[src/verilog/vdp_macros.svh]
/* Shared constants of the VDP command engine
   Included by the packages and by RTL that decodes registers or coordinates */
`ifndef VDP_MACROS_SVH
`define VDP_MACROS_SVH

// Data path widths
`define VDP_COORD_W      10
`define VDP_ADDR_W       17
`define VDP_PIXEL_W      8
// Set in x once a GRAPHIC 7 coordinate leaves the 256 pixel row
`define VDP_SCREEN_X_BIT 8
// Coordinate steps of plus and minus one
`define VDP_STEP_FWD     10'h001
`define VDP_STEP_BACK    10'h3ff

// Register numbers as offsets from R32
`define VDP_REG_SX_L     4'd0
`define VDP_REG_SX_H     4'd1
`define VDP_REG_SY_L     4'd2
`define VDP_REG_SY_H     4'd3
`define VDP_REG_DX_L     4'd4
`define VDP_REG_DX_H     4'd5
`define VDP_REG_DY_L     4'd6
`define VDP_REG_DY_H     4'd7
`define VDP_REG_NX_L     4'd8
`define VDP_REG_NX_H     4'd9
`define VDP_REG_NY_L     4'd10
`define VDP_REG_NY_H     4'd11
`define VDP_REG_CLR      4'd12
`define VDP_REG_ARG      4'd13
`define VDP_REG_CMR      4'd14

`endif

[src/verilog/vdp_cmd_pkg.sv]
/* Command side types of the VDP command engine
   Command codes, logical operations and the sequencer state encoding */
package vdp_cmd_pkg;

  // Upper nibble of R46, unlisted codes behave as STOP
  typedef enum logic [3:0] {
    CMD_STOP  = 4'b0000,
    CMD_POINT = 4'b0100,
    CMD_PSET  = 4'b0101,
    CMD_SRCH  = 4'b0110,
    CMD_LMMV  = 4'b1000,
    CMD_HMMV  = 4'b1100
  } cmd_code_t;

  // Low three bits of R46
  typedef enum logic [2:0] {
    LOP_IMP = 3'b000,
    LOP_AND = 3'b001,
    LOP_OR  = 3'b010,
    LOP_XOR = 3'b011,
    LOP_NOT = 3'b100
  } logop_t;

  // Sequencer FSM
  typedef enum logic [3:0] {
    IDLE,
    CHK_LOOP,
    RD_VRAM,
    WAIT_RD,
    PRE_RD,
    WAIT_PRE_RD,
    WR_VRAM,
    WAIT_WR,
    SRCH_CHK,
    EXEC_END
  } seq_state_t;

endpackage

[src/verilog/vdp_vram_pkg.sv]
/* Memory side types of the VDP command engine
   Coordinates and counts, VRAM byte addresses and pixel bytes */
`include "vdp_macros.svh"

package vdp_vram_pkg;

  // X or y coordinate, also used for the NX and NY counts
  typedef logic [`VDP_COORD_W-1:0] coord_t;

  // Byte address into the 128 KiB VRAM
  typedef logic [`VDP_ADDR_W-1:0] vram_addr_t;

  // One GRAPHIC 7 pixel or data byte
  typedef logic [`VDP_PIXEL_W-1:0] pixel_t;

endpackage

[src/verilog/cmd_logic_op.sv]
/* Logical operation unit for LMMV and PSET
   Combines the source colour with the destination byte read from VRAM */
`timescale 1ns/1ps

module cmd_logic_op (
  input  vdp_cmd_pkg::logop_t  logop,
  input  logic                 transparent,
  input  vdp_vram_pkg::pixel_t src,
  input  vdp_vram_pkg::pixel_t dest,
  output vdp_vram_pkg::pixel_t result
);

  vdp_vram_pkg::pixel_t op_out;

  always_comb begin
    case (logop)
      vdp_cmd_pkg::LOP_IMP: op_out = src;
      vdp_cmd_pkg::LOP_AND: op_out = src & dest;
      vdp_cmd_pkg::LOP_OR:  op_out = src | dest;
      vdp_cmd_pkg::LOP_XOR: op_out = src ^ dest;
      vdp_cmd_pkg::LOP_NOT: op_out = ~src;
      // Undefined codes leave VRAM as it was
      default:              op_out = dest;
    endcase
  end

  // Transparent variants skip colour 0
  assign result = (transparent && src == '0) ? dest : op_out;

endmodule

[src/verilog/cmd_regs.sv]
/* Command register file R32 to R46 with the toggle write handshake
   A write to R46 starts a new command and aborts the running one */
`timescale 1ns/1ps
`include "vdp_macros.svh"

module cmd_regs (
  input  logic                   clk,
  input  logic                   reset,
  input  logic                   reg_wr_req,
  input  logic [3:0]             reg_num,
  input  vdp_vram_pkg::pixel_t   reg_data,
  input  logic                   clr_load,
  input  vdp_vram_pkg::pixel_t   clr_value,
  output logic                   reg_wr_ack,
  output logic                   cmd_hold,
  output logic                   cmd_start,
  output vdp_vram_pkg::coord_t   sx,
  output vdp_vram_pkg::coord_t   sy,
  output vdp_vram_pkg::coord_t   dx,
  output vdp_vram_pkg::coord_t   dy,
  output vdp_vram_pkg::coord_t   nx,
  output vdp_vram_pkg::coord_t   ny,
  output vdp_vram_pkg::pixel_t   clr,
  output logic                   eq,
  output logic                   dix,
  output logic                   diy,
  output vdp_cmd_pkg::cmd_code_t cmd,
  output vdp_cmd_pkg::logop_t    logop,
  output logic                   transparent
);

  // R46 as written by the CPU
  vdp_vram_pkg::pixel_t cmr;

  // Write pending while req and ack differ, the sequencer stalls meanwhile
  assign cmd_hold = reg_wr_req != reg_wr_ack;

  // CMR fields
  assign cmd         = vdp_cmd_pkg::cmd_code_t'(cmr[7:4]);
  assign transparent = cmr[3];
  assign logop       = vdp_cmd_pkg::logop_t'(cmr[2:0]);

  always_ff @(posedge clk or posedge reset) begin
    if (reset) begin
      reg_wr_ack <= 1'b0;
      cmd_start  <= 1'b0;
      sx         <= '0;
      sy         <= '0;
      dx         <= '0;
      dy         <= '0;
      nx         <= '0;
      ny         <= '0;
      clr        <= '0;
      eq         <= 1'b0;
      dix        <= 1'b0;
      diy        <= 1'b0;
      cmr        <= '0;
    end else if (cmd_hold) begin
      reg_wr_ack <= ~reg_wr_ack;
      // Start stays up across back to back writes so the sequencer sees it
      cmd_start  <= cmd_start || (reg_num == `VDP_REG_CMR);
      case (reg_num)
        // High bytes keep only bits 1 to 0
        `VDP_REG_SX_L: sx[7:0] <= reg_data;
        `VDP_REG_SX_H: sx[9:8] <= reg_data[1:0];
        `VDP_REG_SY_L: sy[7:0] <= reg_data;
        `VDP_REG_SY_H: sy[9:8] <= reg_data[1:0];
        `VDP_REG_DX_L: dx[7:0] <= reg_data;
        `VDP_REG_DX_H: dx[9:8] <= reg_data[1:0];
        `VDP_REG_DY_L: dy[7:0] <= reg_data;
        `VDP_REG_DY_H: dy[9:8] <= reg_data[1:0];
        `VDP_REG_NX_L: nx[7:0] <= reg_data;
        `VDP_REG_NX_H: nx[9:8] <= reg_data[1:0];
        `VDP_REG_NY_L: ny[7:0] <= reg_data;
        `VDP_REG_NY_H: ny[9:8] <= reg_data[1:0];
        `VDP_REG_CLR:  clr     <= reg_data;
        `VDP_REG_ARG: begin
          // MM in bit 0 is not supported
          eq  <= reg_data[1];
          dix <= reg_data[2];
          diy <= reg_data[3];
        end
        `VDP_REG_CMR:  cmr     <= reg_data;
        default: ;
      endcase
    end else begin
      cmd_start <= 1'b0;
      // POINT result lands in CLR when no CPU write competes
      if (clr_load) begin
        clr <= clr_value;
      end
    end
  end

endmodule

[src/verilog/cmd_sequencer.sv]
/* Command FSM with the x and y loop counters and the colour search
   Drives single VRAM accesses through the port and tracks the status flags */
`timescale 1ns/1ps
`include "vdp_macros.svh"

module cmd_sequencer (
  input  logic                   clk,
  input  logic                   reset,
  input  logic                   cmd_hold,
  input  logic                   cmd_start,
  input  vdp_cmd_pkg::cmd_code_t cmd,
  input  vdp_vram_pkg::coord_t   sx,
  input  vdp_vram_pkg::coord_t   sy,
  input  vdp_vram_pkg::coord_t   dx,
  input  vdp_vram_pkg::coord_t   dy,
  input  vdp_vram_pkg::coord_t   nx,
  input  vdp_vram_pkg::coord_t   ny,
  input  vdp_vram_pkg::pixel_t   clr,
  input  logic                   eq,
  input  logic                   dix,
  input  logic                   diy,
  input  logic                   done,
  input  vdp_vram_pkg::pixel_t   rd_data,
  input  vdp_vram_pkg::pixel_t   result,
  output logic                   rd_start,
  output logic                   wr_start,
  output vdp_vram_pkg::coord_t   x,
  output vdp_vram_pkg::coord_t   y,
  output vdp_vram_pkg::pixel_t   wr_data,
  output vdp_vram_pkg::pixel_t   src,
  output logic                   clr_load,
  output vdp_vram_pkg::pixel_t   clr_value,
  output logic                   ce,
  output logic                   bd,
  output vdp_vram_pkg::coord_t   sx_result
);

  vdp_cmd_pkg::seq_state_t state;
  vdp_vram_pkg::coord_t    sx_tmp;
  vdp_vram_pkg::coord_t    dx_tmp;
  vdp_vram_pkg::coord_t    nx_tmp;
  vdp_vram_pkg::coord_t    dy_tmp;
  vdp_vram_pkg::coord_t    ny_tmp;
  vdp_vram_pkg::coord_t    x_step;
  vdp_vram_pkg::coord_t    y_step;
  vdp_vram_pkg::coord_t    sx_next;
  // First pass through CHK_LOOP skips the end test
  logic                    init;
  // One VRAM access outstanding at the port
  logic                    mem_busy;
  logic                    x_end;
  logic                    y_end;
  logic                    srch_hit;

  assign x_step  = dix ? `VDP_STEP_BACK : `VDP_STEP_FWD;
  assign y_step  = diy ? `VDP_STEP_BACK : `VDP_STEP_FWD;
  assign sx_next = sx_tmp + x_step;

  // Row done on count exhausted or right edge crossed
  assign x_end = (nx_tmp == '0) || dx_tmp[`VDP_SCREEN_X_BIT];
  // Last row, or top of VRAM reached going up
  assign y_end = (ny_tmp == vdp_vram_pkg::coord_t'(1)) || (diy && dy_tmp == '0);
  // EQ=0 stops on the colour, EQ=1 stops on anything else
  assign srch_hit  = (rd_data == clr) != eq;
  assign sx_result = sx_tmp;

  always_ff @(posedge clk or posedge reset) begin
    if (reset) begin
      state     <= vdp_cmd_pkg::IDLE;
      init      <= 1'b0;
      mem_busy  <= 1'b0;
      rd_start  <= 1'b0;
      wr_start  <= 1'b0;
      clr_load  <= 1'b0;
      ce        <= 1'b0;
      bd        <= 1'b0;
      sx_tmp    <= '0;
      dx_tmp    <= '0;
      nx_tmp    <= '0;
      dy_tmp    <= '0;
      ny_tmp    <= '0;
      x         <= '0;
      y         <= '0;
      wr_data   <= '0;
      src       <= '0;
      clr_value <= '0;
    end else begin
      // Pulses and the done tracking run even while a CPU write holds the FSM
      rd_start <= 1'b0;
      wr_start <= 1'b0;
      clr_load <= 1'b0;
      if (done) begin
        mem_busy <= 1'b0;
      end
      if (cmd_hold) begin
        state <= state;
      end else if (cmd_start) begin
        // New command, aborts whatever ran before
        sx_tmp <= sx;
        dx_tmp <= dx;
        nx_tmp <= nx;
        dy_tmp <= dy;
        ny_tmp <= ny;
        src    <= clr;
        bd     <= 1'b0;
        init   <= 1'b1;
        case (cmd)
          vdp_cmd_pkg::CMD_POINT, vdp_cmd_pkg::CMD_PSET, vdp_cmd_pkg::CMD_SRCH,
          vdp_cmd_pkg::CMD_LMMV, vdp_cmd_pkg::CMD_HMMV: begin
            ce    <= 1'b1;
            state <= vdp_cmd_pkg::CHK_LOOP;
          end
          // STOP and unknown codes just wind down
          default: state <= vdp_cmd_pkg::EXEC_END;
        endcase
      end else begin
        case (state)
          vdp_cmd_pkg::CHK_LOOP: begin
            if (!init && x_end && y_end) begin
              state <= vdp_cmd_pkg::EXEC_END;
            end else begin
              case (cmd)
                // HMMV writes CLR straight, no read back
                vdp_cmd_pkg::CMD_HMMV: begin
                  wr_data <= src;
                  state   <= vdp_cmd_pkg::WR_VRAM;
                end
                vdp_cmd_pkg::CMD_LMMV, vdp_cmd_pkg::CMD_PSET: state <= vdp_cmd_pkg::PRE_RD;
                vdp_cmd_pkg::CMD_POINT, vdp_cmd_pkg::CMD_SRCH: state <= vdp_cmd_pkg::RD_VRAM;
                default: state <= vdp_cmd_pkg::EXEC_END;
              endcase
              // Next row
              if (!init && x_end) begin
                dx_tmp <= dx;
                nx_tmp <= nx;
                dy_tmp <= dy_tmp + y_step;
                ny_tmp <= ny_tmp - vdp_vram_pkg::coord_t'(1);
              end
            end
            init <= 1'b0;
          end
          // Source read for POINT and SRCH
          vdp_cmd_pkg::RD_VRAM: begin
            if (!mem_busy) begin
              x        <= sx_tmp;
              y        <= sy;
              rd_start <= 1'b1;
              mem_busy <= 1'b1;
              state    <= vdp_cmd_pkg::WAIT_RD;
            end
          end
          vdp_cmd_pkg::WAIT_RD: begin
            if (!mem_busy) begin
              if (cmd == vdp_cmd_pkg::CMD_POINT) begin
                clr_value <= rd_data;
                clr_load  <= 1'b1;
                state     <= vdp_cmd_pkg::EXEC_END;
              end else begin
                state <= vdp_cmd_pkg::SRCH_CHK;
              end
            end
          end
          vdp_cmd_pkg::SRCH_CHK: begin
            if (srch_hit) begin
              bd    <= 1'b1;
              state <= vdp_cmd_pkg::EXEC_END;
            end else if (sx_next[`VDP_SCREEN_X_BIT]) begin
              state <= vdp_cmd_pkg::EXEC_END;
            end else begin
              sx_tmp <= sx_next;
              state  <= vdp_cmd_pkg::RD_VRAM;
            end
          end
          // Destination read ahead of the logical operation
          vdp_cmd_pkg::PRE_RD: begin
            if (!mem_busy) begin
              x        <= dx_tmp;
              y        <= dy_tmp;
              rd_start <= 1'b1;
              mem_busy <= 1'b1;
              state    <= vdp_cmd_pkg::WAIT_PRE_RD;
            end
          end
          vdp_cmd_pkg::WAIT_PRE_RD: begin
            if (!mem_busy) begin
              wr_data <= result;
              state   <= vdp_cmd_pkg::WR_VRAM;
            end
          end
          vdp_cmd_pkg::WR_VRAM: begin
            if (!mem_busy) begin
              x        <= dx_tmp;
              y        <= dy_tmp;
              wr_start <= 1'b1;
              mem_busy <= 1'b1;
              state    <= vdp_cmd_pkg::WAIT_WR;
            end
          end
          vdp_cmd_pkg::WAIT_WR: begin
            if (!mem_busy) begin
              if (cmd == vdp_cmd_pkg::CMD_PSET) begin
                state <= vdp_cmd_pkg::EXEC_END;
              end else begin
                dx_tmp <= dx_tmp + x_step;
                nx_tmp <= nx_tmp - vdp_vram_pkg::coord_t'(1);
                state  <= vdp_cmd_pkg::CHK_LOOP;
              end
            end
          end
          // ce drops only after an aborted access has drained
          vdp_cmd_pkg::EXEC_END: begin
            if (!mem_busy) begin
              ce    <= 1'b0;
              state <= vdp_cmd_pkg::IDLE;
            end
          end
          default: state <= vdp_cmd_pkg::IDLE;
        endcase
      end
    end
  end

endmodule

[src/verilog/vdp_command.sv]
/* Top of the GRAPHIC 7 VDP command engine
   Register file, sequencer, VRAM port and logical operation unit */
`timescale 1ns/1ps

module vdp_command (
  input  logic                     clk,
  input  logic                     reset,
  input  logic                     reg_wr_req,
  input  logic [3:0]               reg_num,
  input  vdp_vram_pkg::pixel_t     reg_data,
  input  logic                     vram_rd_ack,
  input  logic                     vram_wr_ack,
  input  vdp_vram_pkg::pixel_t     vram_rd_data,
  output logic                     reg_wr_ack,
  output logic                     vram_rd_req,
  output logic                     vram_wr_req,
  output vdp_vram_pkg::vram_addr_t vram_addr,
  output vdp_vram_pkg::pixel_t     vram_wr_data,
  output vdp_vram_pkg::pixel_t     clr,
  output logic                     ce,
  output logic                     bd,
  output vdp_vram_pkg::coord_t     sx_result
);

  // Register file to sequencer
  logic                   cmd_hold;
  logic                   cmd_start;
  vdp_vram_pkg::coord_t   sx;
  vdp_vram_pkg::coord_t   sy;
  vdp_vram_pkg::coord_t   dx;
  vdp_vram_pkg::coord_t   dy;
  vdp_vram_pkg::coord_t   nx;
  vdp_vram_pkg::coord_t   ny;
  logic                   eq;
  logic                   dix;
  logic                   diy;
  vdp_cmd_pkg::cmd_code_t cmd;
  vdp_cmd_pkg::logop_t    logop;
  logic                   transparent;
  logic                   clr_load;
  vdp_vram_pkg::pixel_t   clr_value;

  // Sequencer to port and logic unit
  logic                   rd_start;
  logic                   wr_start;
  vdp_vram_pkg::coord_t   x;
  vdp_vram_pkg::coord_t   y;
  vdp_vram_pkg::pixel_t   wr_data;
  vdp_vram_pkg::pixel_t   src;
  logic                   done;
  vdp_vram_pkg::pixel_t   rd_data;
  vdp_vram_pkg::pixel_t   result;

  cmd_regs u_regs (.*);

  cmd_sequencer u_seq (.*);

  vram_port u_port (.*);

  // Destination is the byte the port last read
  cmd_logic_op u_logic_op (
    .logop       (logop),
    .transparent (transparent),
    .src         (src),
    .dest        (rd_data),
    .result      (result)
  );

endmodule

[src/verilog/vram_port.sv]
/* VRAM access port of the command engine
   Forms the GRAPHIC 7 byte address and runs the toggle read and write handshakes */
`timescale 1ns/1ps
`include "vdp_macros.svh"

module vram_port (
  input  logic                     clk,
  input  logic                     reset,
  input  logic                     rd_start,
  input  logic                     wr_start,
  input  vdp_vram_pkg::coord_t     x,
  input  vdp_vram_pkg::coord_t     y,
  input  vdp_vram_pkg::pixel_t     wr_data,
  input  logic                     vram_rd_ack,
  input  logic                     vram_wr_ack,
  input  vdp_vram_pkg::pixel_t     vram_rd_data,
  output logic                     done,
  output vdp_vram_pkg::pixel_t     rd_data,
  output logic                     vram_rd_req,
  output logic                     vram_wr_req,
  output vdp_vram_pkg::vram_addr_t vram_addr,
  output vdp_vram_pkg::pixel_t     vram_wr_data
);

  logic busy;
  // Outstanding access is a read
  logic rd_op;
  logic matched;

  assign matched = (vram_rd_req == vram_rd_ack) && (vram_wr_req == vram_wr_ack);

  always_ff @(posedge clk or posedge reset) begin
    if (reset) begin
      busy        <= 1'b0;
      rd_op       <= 1'b0;
      done        <= 1'b0;
      vram_rd_req <= 1'b0;
      vram_wr_req <= 1'b0;
    end else begin
      // done follows the cycle in which ack caught up
      done <= busy && matched;
      if (busy && matched) begin
        busy <= 1'b0;
      end
      if (rd_start) begin
        vram_rd_req <= ~vram_rd_ack;
        busy        <= 1'b1;
        rd_op       <= 1'b1;
      end else if (wr_start) begin
        vram_wr_req <= ~vram_wr_ack;
        busy        <= 1'b1;
        rd_op       <= 1'b0;
      end
    end
  end

  // 256 bytes per row, y above x
  always_ff @(posedge clk) begin
    if (rd_start || wr_start) begin
      vram_addr <= {y[`VDP_ADDR_W-`VDP_SCREEN_X_BIT-1:0], x[`VDP_SCREEN_X_BIT-1:0]};
    end
    if (wr_start) begin
      vram_wr_data <= wr_data;
    end
    if (busy && rd_op && matched) begin
      rd_data <= vram_rd_data;
    end
  end

endmodule
[config.mk]
export PLATFORM = sky130hd
export DESIGN_NAME = vdp_command
export DESIGN_NICKNAME = d
export VERILOG_FILES = /design/src/verilog/vdp_cmd_pkg.sv /design/src/verilog/vdp_vram_pkg.sv /design/src/verilog/cmd_logic_op.sv /design/src/verilog/cmd_regs.sv /design/src/verilog/cmd_sequencer.sv /design/src/verilog/vdp_command.sv /design/src/verilog/vram_port.sv
export VERILOG_INCLUDE_DIRS = /design/src /design/src/verilog
export SDC_FILE = /design/constraint.sdc
export NUM_CORES = 1
export LEC_CHECK = 0
export ABC_AREA = 1
export BUFFER_PORTS_ARGS = -buffer_cell sky130_fd_sc_hd__buf_2
export CAP_MARGIN = 15
export CORE_MARGIN = 5
export CORE_UTILIZATION = 40
export DETAILED_ROUTE_END_ITERATION = 16
export PLACE_DENSITY = 0.66
export SETUP_SLACK_MARGIN = 0.15
export SLEW_MARGIN = 20
export SYNTH_ARGS = -nofsm -noshare
export SYNTH_HDL_FRONTEND = slang
export SYNTH_SLANG_ARGS = --single-unit
export TNS_END_PERCENT = 10
[constraint.sdc]
create_clock -name clk -period 8.4 [get_ports clk]
set_clock_uncertainty 0.2 [all_clocks]
set_input_delay 1.26 -clock clk [delete_from_list [all_inputs] [get_ports clk]]
set_output_delay 1.26 -clock clk [all_outputs]
set_load 0.005 [all_outputs]
==> reports/metrics.yaml, run 1 <==
yosys:
  yosysWarningCount: 0
  synth_nets: 1424
  synth_edf_count: 33
  ys_async_sr_fraction_pct: 84.9
  ys_seq_elements: 218
  ys.flop_type: "dfrtp_1"
  synthesis.instances: 1353
  avgSynthCellArea_um2: 8.39
  ys_seq_area_share_pct: 49.5
  synth.distinct_cells: 53
  syn_area_um2: 11300
route:
  antenna_left: 0
  met1Wirelength_mm: 13.2
  routedWlPerCell_um: 15.9
  drt_iter0_markers: 776
  first_pass_iters: 6
  dr_total_vias: 9219
  wl_mm: 28.6
  met2_length_mm: 13.4
  viasPerCell: 5.10
  met3_wirelength_mm: 1.53
  post-route-drc-count: 0
  highest_layer: "met5"
setup_path:
  cpMaxStageDelayCell: "dfrtp_1"
  cpPeakStageDelay_ns: 0.85
  cp-end-kind: "register"
  cp_cell_sequence: "inv_1 -> fa_1 -> inv_1 -> nand3_1 -> nand2_1 -> nand2_1 -> nand2_1 -> nand2_1 -> nand2_1 -> nand3_1 -> o21ai_2 -> inv_2 -> nand2_1 -> o21ai_0"
  crit_arrival_ns: 3.51
  crit_path_frequent_cell: "nand2_1"
  start_kind: "register"
  crit_fanout: 19
  critPathRequiredTime_ns: 8.59
  worstSetupPathType: "register to register"
cells_and_area:
  nNetsFinal: 1483
  layout-drive-gt1-share_pct: 11.1
  num-fill-cells: 2784
  final_cells: 1806
  regArea_um2: 5620
  diodes: 0
  multiInputGateArea_um2: 4930
  final_util_pct: 45.6
  fin_area_um2: 12700
  area_growth_pct: 12.2
run:
  cap_violations: 0
timing:
  tightest_slew_ns: 0.992
  grt_setup_unrepaired: "no"
  layout_setup_ws_ns: 5.08
  setup_viol: 0
  period_share_pct: 39.6
  min_period_ns: 3.32
  totalNegativeSetupSlack_ns: 0
  fmax_mhz: 301
  relSlewSlack_pct: 33.7
  final_hold_viol_count: 0
  drv_slew: 0
floorplanning:
  fp.dieW_um: 178
  core_um2: 27900
  io_pins: 73
  start_util_pct: 40.6
  fp.dieH_um: 178
  die_area_um2: 31800
  rows: 61
global_routing:
  grt-ovfl-total: 0
  grt_pass1_wl_mm: 47.6
  grt_start_max_net_pins: 121
  grt_usage_pct: 18.5
  antenna_found_initial: 2
  grt_pass1_vias: 9019
placed_design:
  place.port_buffers: 72
  globalplace.congestion: 0.888
  dpl.hpwl_mm: 20.1
  dp_slack_ns: 5.02
  placed_cell_area_um2: 12000
  placed_cells: 1764
clock_network:
  cts_setup_buffers: 0
  clkSinkCount: 218
  clockBufferDepth: 3
  cts_resized: 0
  cts_max_level: 1
  cts_tree: "built"
  root_buffer: "clkbuf_16"
  cts_buffers: 24
  hold_buffers: 0
  cts.clk_slew.worst_paths_ns: 0.06
  clock_latency_ns: 0.51
status:
  status: "completed"
power:
  p_leak_nw: 6.14
  ir_worst_vdd_mv: 0.162
  powerDensity_nw_per_um2: 321
worst_hold_path:
  hold_path.class: "register to register"
-- layout by cell type, fill, tap and decap left out, drive strengths merged, types with 2 or more instances in the layout --
| cell | count |
|---|---|
| o31ai | 2 |
| buf | 75 |
| nand4 | 22 |
| nand2 | 370 |
| dfrtp | 185 |
| a22oi | 3 |
| inv | 151 |
| a22o | 2 |
| xor2 | 12 |
| nor2 | 90 |
| o211ai | 10 |
| o21ai | 196 |
| o21bai | 6 |
| nand3b | 2 |
| or2 | 4 |
| a31oi | 26 |
| clkbuf | 33 |
| ha | 43 |
| a21oi | 44 |
| clkinv | 9 |
| edfxtp | 33 |
| o22ai | 13 |
| xnor2 | 14 |
| nand3 | 48 |
| mux2i | 3 |
| a21o | 3 |
| nor3 | 17 |
| fa | 3 |
-- synth_stat cells, types with 4 or more instances --
| cell | count | area share, % |
|---|---|---|
| nand2_2 | 7 | 0.39 |
| ha_1 | 43 | 4.7 |
| inv_2 | 13 | 0.43 |
| nand4_1 | 22 | 1.2 |
| nor2_2 | 7 | 0.39 |
| nand3_1 | 47 | 2.1 |
| inv_1 | 138 | 4.6 |
| buf_2 | 13 | 0.57 |
| clkbuf_1 | 20 | 0.66 |
| buf_4 | 5 | 0.33 |
| nor3_1 | 11 | 0.49 |
| nor2_1 | 80 | 2.6 |
| nand2_1 | 362 | 12 |
| edfxtp_1 | 33 | 8.7 |
| o22ai_1 | 13 | 0.72 |
| or2_2 | 4 | 0.22 |
| xor2_1 | 12 | 0.93 |
| a31oi_1 | 26 | 1.4 |
| o21ai_0 | 161 | 7.1 |
| a21oi_1 | 41 | 1.8 |
| xnor2_1 | 14 | 1.1 |
| o211ai_1 | 10 | 0.66 |
| o21bai_1 | 6 | 0.40 |
| o21ai_1 | 34 | 1.5 |
| dfrtp_1 | 185 | 41 |
-- area by class of cell --
class / instances / share of cell area, %
well taps: 378 / 3.71
clock buffers: 33 / 5.31
repair buffers: 75 / 3.01
inverters: 153 / 4.58
multi-input cells: 940 / 38.7
clock inverters: 9 / 0.540
flip-flops and latches: 218 / 44.1
-- path summary, 6_finish.rpt --
| kind | from | endpoint | slack (ns) | cells after the start |
|---|---|---|---|---|
| min reg2reg | u_seq.wr_data[1] | u_port.vram_wr_data[1] | 0.25 | 0 |
| max in group asynchronous | reset | u_seq.wr_start | 5.85 | 3 |
| max | u_regs.dix | u_seq.sx_result[6] | 5.08 | 14 |
| min in group asynchronous | reset | u_regs.ny[2] | 0.71 | 2 |
| min | u_seq.wr_data[1] | u_port.vram_wr_data[1] | 0.25 | 0 |
| max reg2reg | u_regs.dix | u_seq.sx_result[6] | 5.08 | 14 |
-- logic make-up (layout without fill, tap and decap cells) --
| logic type | Yosys count | count (layout) | synth area share (%) |
|---|---|---|---|
| AOI/OAI and AO/OA | 310 | 310 | 15.0 |
| xor gates and xnor gates | 26 | 26 | 2.01 |
| adders and majority gates | 46 | 46 | 5.27 |
| buffers and inverters | 195 | 270 | 7.00 |
| DFF | 218 | 218 | 49.5 |
| muxes | 3 | 3 | 0.265 |
| and+or+nand+nor | 555 | 555 | 20.9 |
-- metal layers --
metal / track usage, % / up-vias
met5: 0 / -
met4: 3.42 / 4
met3: 2.54 / 37
met2: 30.4 / 230
met1: 26.4 / 4347
li1: - / 4601
-- worst max-delay path, delay by kind of cell, from the launching register on --
family | cells | cell delay, ns
AND/OR/NAND/NOR | 8 | 0.76
adder cells (fa/ha/maj) | 1 | 0.46
AO/OA/AOI/OAI | 2 | 0.50
flip-flops | 1 | 0.85
buffers and inverters | 3 | 0.43
-- report_power, final --
part	switching, mW	internal [mW]	total, mW	leakage, nW
clock network	0.410	0.589	0.999	0.364
logic	0.893	0.533	1.43	3.13
registers	0.272	1.40	1.67	2.65
total	1.57	2.52	4.09	6.14
-- through the flow --
stage | power (mW) | hold slack (ns)
4_1_cts | 4.12 | 0.248
6_report | 4.09 | 0.248
3_5_place_dp | 3.11 | 0.235
5_1_grt | 4.44 | 0.262
3_3_place_gp | 3.08 | 0.233
2_1_floorplan | 2.70 | 0.200
-- sequential cells by signal, indices dropped and copies added, names as in the netlist, 10 cells and up --
| signal | cells |
|---|---|
| u_port.vram_addr | 17 |
| u_regs.dy | 10 |
| u_regs.nx | 10 |
| u_regs.ny | 10 |
| u_regs.sx | 10 |
| u_seq.dy_tmp | 10 |
| u_seq.nx_tmp | 10 |
| u_seq.ny_tmp | 10 |
| u_seq.sx_result | 10 |
Note: power is estimated with default switching activity, not from simulation.
==> run 2: changes to the inputs <==
==> constraint.sdc (replaced) <==
create_clock -name clk -period 3.1 [get_ports clk]
set_clock_uncertainty 0.2 [all_clocks]
set_input_delay 0.465 -clock clk [delete_from_list [all_inputs] [get_ports clk]]
set_output_delay 0.465 -clock clk [all_outputs]
set_load 0.005 [all_outputs]
==> run 2 against run 1 <==
Global-route usage about the same. Power rose to 2.8 times the previous value. Maximum frequency grew 27%. Via count grew 1.9%. Register-to-register slack worse by 4.6 ns. Non-clock buffer count rose by 31. Critical path depth is the same. Largest power group unchanged. Die area did not move. Highest routed layer unchanged.
==> reports/metrics.yaml, run 2 (synthesized netlist as in run 1, its figures left out) <==
status:
  status: "completed"  # unchanged
timing:
  tightest_slew_ns: 0.770  # was 0.992 ns
  drv_slew: 0  # unchanged
  setup_viol: 0  # unchanged
  final_hold_viol_count: 0  # unchanged
  relSlewSlack_pct: 48.6  # was 33.7%
  period_share_pct: 84.5  # was 39.6%
  min_period_ns: 2.62  # was 3.32 ns
  fmax_mhz: 382  # was 301 MHz
  grt_setup_unrepaired: "no"  # unchanged
  totalNegativeSetupSlack_ns: 0  # unchanged
cells_and_area:
  largest_register_ffs: 17  # unchanged
  multiInputGateArea_um2: 4930  # unchanged
  nNetsFinal: 1515  # was 1483
  final_cells: 1843  # was 1806
  layout-drive-gt1-share_pct: 12.2  # was 11.1%
  top_register: "u_port.vram_addr"  # unchanged
  area_growth_pct: 16.1  # was 12.2%
  num-fill-cells: 2719  # was 2784
  final_common_cell: "nand2_1"  # unchanged
  regArea_um2: 5620  # unchanged
  final_cell_mix: "nand2_1, dfrtp_1, o21ai_0"  # unchanged
global_routing:
  grt_pass1_wl_mm: 47.5  # was 47.6 mm
  grt_pass1_vias: 9091  # was 9019
  grt_start_max_net_pins: 50  # was 121
  grt_usage_pct: 18.4  # was 18.5%
  antenna_found_initial: 4  # was 2
  grt-ovfl-total: 0  # unchanged
floorplanning:
  die_area_um2: 31800  # unchanged
  io_pins: 73  # unchanged
  core_um2: 27900  # unchanged
  start_util_pct: 40.6  # unchanged
  rows: 61  # unchanged
  fp.dieH_um: 178  # unchanged
  fp.dieW_um: 178  # unchanged
setup_path:
  crit_start: "u_regs.dix"  # unchanged
  critPathRequiredTime_ns: 3.35  # was 8.59 ns
  worstSetupPathType: "register to register"  # unchanged
  start_kind: "register"  # unchanged
  crit_fanout: 10  # was 19
  r2r_start: "u_regs.dix"  # unchanged
  crit_arrival_ns: 2.87  # was 3.51 ns
  cp-end-kind: "register"  # unchanged
clock_network:
  cts.clk_slew.worst_paths_ns: 0.06  # about the same
  root_buffer: "clkbuf_16"  # unchanged
  cts_resized: 0  # unchanged
  cts_max_level: 1  # unchanged
  clkSinkCount: 218  # unchanged
  cts_buffers: 25  # was 24
  cts_tree: "built"  # unchanged
  clock_latency_ns: 0.53  # was 0.51 ns
  clockBufferDepth: 3  # unchanged
route:
  antenna_left: 0  # unchanged
  first_pass_iters: 5  # was 6
  drt_iter0_markers: 819  # was 776
  post-route-drc-count: 0  # unchanged
  dr_total_vias: 9391  # was 9219
  wl_mm: 29.2  # was 28.6 mm
  viasPerCell: 5.10  # about the same
  routedWlPerCell_um: 15.8  # was 15.9 um
placed_design:
  globalplace.congestion: 0.866  # was 0.888
  placed_cells: 1779  # was 1764
  dpl.hpwl_mm: 20.6  # was 20.1 mm
  place.port_buffers: 72  # unchanged
worst_hold_path:
  hold_path.class: "input port to register"  # was register to register
  worstHoldStart: "reg_data[5]"  # was u_seq.wr_data[1]
power:
  seq_power_share_pct: 39.1  # was 40.7%
  powerDensity_nw_per_um2: 869  # was 321 nW/um2
  p_comb_share_pct: 34.4  # was 34.9%
  ir_worst_vdd_mv: 0.448  # was 0.162 mV
  clkPwrFrac_pct: 26.5  # was 24.4%
  p_leak_nw: 6.35  # was 6.14 nW
  p_int_mw: 7.12  # was 2.52 mW
  p_sw_share_pct: 37.8  # was 38.5%
  p_sw_mw: 4.33  # was 1.57 mW
run:
  cap_violations: 0  # unchanged
==> run 2: stage by stage <==
| stage | hold slack (ns) | util, % | setup slack (ns) | total power [mW] | area (um2) |
|---|---|---|---|---|---|
| final | 0.0171 | 47.1 | 0.481 | 11.4 | 13200 |
| after detailed placement | 0.230 | 43.4 | 0.504 | 8.43 | 12100 |
| after global placement | 0.221 | 43.4 | 0.518 | 8.32 | 12100 |
| after global routing | 0.00552 | 47.1 | 0.179 | 12.4 | 13200 |
| after floorplan | 0.200 | - | 0.0565 | 7.31 | 11300 |
| after CTS | 0.00206 | 47.1 | 0.490 | 11.5 | 13200 |
==> run 2: power by group through the flow <==
stage | logic [mW] | registers (mW) | clock network, mW
3_3_place_gp | 3.84 | 4.49 | 0
4_1_cts | 3.95 | 4.47 | 3.11
6_report | 3.94 | 4.47 | 3.04
3_5_place_dp | 3.91 | 4.51 | 0
2_1_floorplan | 3.01 | 4.30 | 0
5_1_grt | 4.55 | 4.58 | 3.23
==> run 2: final timing paths <==
path | slack, ns | to | depth (start not counted)
max in group asynchronous | 1.43 | u_seq.clr_value[1] | 5
min reg2reg | 0.23 | u_seq.mem_busy | 1
max reg2reg | 0.48 | u_seq.sx_result[4] | 14
min | 0.02 | u_regs.clr[5] | 3
max | 0.48 | u_seq.sx_result[4] | 14
min in group asynchronous | 0.41 | u_seq.dy_tmp[8] | 3
==> run 2: layer usage <==
| metal | share of wire (%) | track usage [%] |
|---|---|---|
| met1 | 45 | 25.7 |
| met2 | 46 | 30.0 |
| met4 | 2.8 | 5.18 |
| met5 | 0.093 | 0 |
| met3 | 5.5 | 2.88 |
==> run 2: worst max-delay path, cell delays in order, from the launching register on <==
cell and delay, ns:
dfrtp_1 0.55, inv_1 0.15, fa_1 0.43, inv_1 0.07, nand3_1 0.06, nand2_1 0.13
nand2_1 0.08, nand2_1 0.06, nand2_1 0.04, nand2_1 0.05, nand3_1 0.14, o21ai_2 0.24
buf_4 0.20, nand2_1 0.05, o21ai_0 0.07
==> run 2: repair_timing <==
action / in CTS / in global routing
hold buffers: 16 / 0
hold endpoints to repair: 37 / 0
setup buffers: 0 / 0
==> run 2: layout make-up <==
cell class	count	share of cell area, %
Sequential cell	218	42.7
Multi-Input combinational cell	940	37.4
Clock buffer	42	6.09
Timing Repair Buffer	106	5.26
Inverter	153	4.40
Tap cell	378	3.59
Clock inverter	4	0.485
Antenna cell	2	0.0380
==> run 3: changes to the inputs <==
==> constraint.sdc (replaced) <==
create_clock -name clk -period 2.6 [get_ports clk]
set_clock_uncertainty 0.2 [all_clocks]
set_input_delay 0.39 -clock clk [delete_from_list [all_inputs] [get_ports clk]]
set_output_delay 0.39 -clock clk [all_outputs]
set_load 0.005 [all_outputs]
==> run 3 against run 2 <==
Final area grew 1.6%. Cell count grew 1.2%. Power grew 21%. Core utilization grew 0.73 points. Sequential power grew 19%. First-iteration DRC count shrank 22%. Clock power grew 18%. Sequential share of layout area shrank 0.65 points. Die area is the same. Global-route usage grew 0.40 points. Worst setup slack lost 0.20 ns. Flip-flop and latch count is the same. Largest power group unchanged. Highest routed layer unchanged.
==> reports/metrics.yaml, run 3 (synthesized netlist as in run 1, its figures left out) <==
floorplanning:
  core_um2: 27900  # unchanged
  die_area_um2: 31800  # unchanged
  fp.dieH_um: 178  # unchanged
  start_util_pct: 40.6  # unchanged
  rows: 61  # unchanged
  fp.dieW_um: 178  # unchanged
  io_pins: 73  # unchanged
timing:
  grt_setup_unrepaired: "yes"  # was no
  setup_viol: 0  # unchanged
  holdWs_ns: 0.0789  # was 0.0171 ns
  min_period_ns: 2.32  # was 2.62 ns
  tightest_slew_ns: 0.697  # was 0.770 ns
  period_share_pct: 89.1  # was 84.5%
  final_hold_viol_count: 0  # unchanged
  drv_slew: 0  # unchanged
  fmax_mhz: 432  # was 382 MHz
  relSlewSlack_pct: 53.2  # was 48.6%
cells_and_area:
  multiInputGateArea_um2: 4970  # was 4930 um2
  area_growth_pct: 17.9  # was 16.1%
  regArea_um2: 5620  # unchanged
  nNetsFinal: 1538  # was 1515
  layout-drive-gt1-share_pct: 13.7  # was 12.2%
  fin_area_um2: 13400  # was 13200 um2
  top_register: "u_port.vram_addr"  # unchanged
  final_common_cell: "nand2_1"  # unchanged
  largest_register_ffs: 17  # unchanged
  num-fill-cells: 2744  # was 2719
  final_cell_mix: "nand2_1, dfrtp_1, o21ai_0"  # unchanged
route:
  met1Wirelength_mm: 13.3  # about the same
  antenna_left: 0  # unchanged
  routedWlPerCell_um: 15.8  # about the same
  viasPerCell: 5.13  # was 5.10
  dr_total_vias: 9574  # was 9391
  highest_layer: "met5"  # unchanged
  met3_wirelength_mm: 1.67  # was 1.62 mm
  post-route-drc-count: 0  # unchanged
  met2_length_mm: 14.0  # was 13.4 mm
  wl_mm: 29.5  # was 29.2 mm
  drt_iter0_markers: 640  # was 819
  first_pass_iters: 6  # was 5
power:
  total_power_mw: 13.9  # was 11.4 mW
  p_leak_nw: 6.44  # was 6.35 nW
  powerDensity_nw_per_um2: 1040  # was 869 nW/um2
  ir_worst_vdd_mv: 0.591  # was 0.448 mV
run:
  cap_violations: 0  # unchanged
setup_path:
  crit_arrival_ns: 2.56  # was 2.87 ns
  worstSetupPathType: "register to register"  # unchanged
  crit_fanout: 9  # was 10
  start_kind: "register"  # unchanged
  cp-end-kind: "register"  # unchanged
  critPathRequiredTime_ns: 2.85  # was 3.35 ns
clock_network:
  cts_buffers: 25  # unchanged
  clock_latency_ns: 0.53  # about the same
  cts_tree: "built"  # unchanged
  clkSinkCount: 218  # unchanged
  cts_max_level: 1  # unchanged
  clockBufferDepth: 3  # unchanged
  root_buffer: "clkbuf_16"  # unchanged
  cts.clk_slew.worst_paths_ns: 0.06  # about the same
placed_design:
  globalplace.congestion: 0.870  # was 0.866
  dpl.hpwl_mm: 21.0  # was 20.6 mm
  place.port_buffers: 72  # unchanged
  placed_cell_area_um2: 12300  # was 12100 um2
global_routing:
  grt_usage_pct: 18.8  # was 18.4%
  grt_pass1_vias: 9209  # was 9091
  grt-ovfl-total: 0  # unchanged
  grt_start_max_net_pins: 94  # was 50
  antenna_found_initial: 4  # unchanged
  grt_pass1_wl_mm: 48.6  # was 47.5 mm
status:
  status: "completed"  # unchanged
worst_hold_path:
  hold_path.class: "input port to register"  # unchanged
run 3: cell types whose count changed in the layout (fill, tap and decap cells not counted), moves of 2 or more:
cell           previous run  this run
bufinv_16                 1         4
clkinv_1                  1         4
clkbuf_16                27        25
ha_1                     43        41
clkinv_2                  2         5
clkbuf_8                  7         2
dlygate4sd3_1            16        20
inv_1                   137       134
buf_4                    15        33
run 3: area by class of cell:
class | instances | area share (%)
Multi-Input combinational cell | 940 | 37.1
Timing Repair Buffer | 129 | 6.58
Inverter | 153 | 4.38
Tap cell | 378 | 3.54
Clock buffer | 34 | 5.08
Clock inverter | 12 | 1.22
Antenna cell | 2 | 0.0374
Sequential cell | 218 | 42.0
run 3: critical path, stage by stage, from the launching register on:
cell and delay (ns):
dfrtp_1 0.40, buf_6 0.16, ha_1 0.34, nand3_1 0.09
nand2_1 0.11, nand2_1 0.08, nand2_1 0.06, nand2_1 0.04
nand2_1 0.08, nand3_2 0.13, o21ai_4 0.23, buf_4 0.19
nand2_1 0.05, o21ai_0 0.08
run 3: power by group:
part,internal (mW),switching [mW]
logic,1.91,3.04
clock network,2.22,1.38
registers,4.51,0.804
run 3: timing repair:
| item | CTS | global route |
|---|---|---|
| hold buffers | 20 | 0 |
| endpoints found under the hold margin | 204 | 0 |
| setup endpoints to repair | 0 | 39 |
| gates resized for setup | 0 | 17 |
| buffers inserted | 0 | 2 |
run 3: metrics by stage:
step,setup slack [ns],TNS (ns),utilization [%],std cells
2_1_floorplan,-0.369,-68.18,-,1353
3_3_place_gp,0.247,0,43.9,1796
3_5_place_dp,0.169,0,43.9,1796
4_1_cts,0.158,0,47.6,1862
5_1_grt,0.126,0,47.9,1866
6_report,0.284,0,47.9,1866
run 3: worst paths after layout:
path | startpoint | end | slack (ns) | cells after the start
min in group asynchronous | reset | u_regs.ny[1] | 0.39 | 4
worst max register to register | u_regs.dix | u_seq.sx_result[1] | 0.28 | 13
max in group asynchronous | reset | u_seq.dx_tmp[5] | 1.38 | 4
worst min-delay path | reg_num[2] | u_regs.sy[8] | 0.08 | 3
worst max-delay path | u_regs.dix | u_seq.sx_result[1] | 0.28 | 13
worst min register to register | u_port.done | u_seq.mem_busy | 0.23 | 1
run 3: layer usage:
metal / up-vias / track usage [%]
met4: 2 / 4.35
met1: 4548 / 26.2
met3: 39 / 2.97
li1: 4730 / -
met2: 255 / 31.2
met5: - / 0
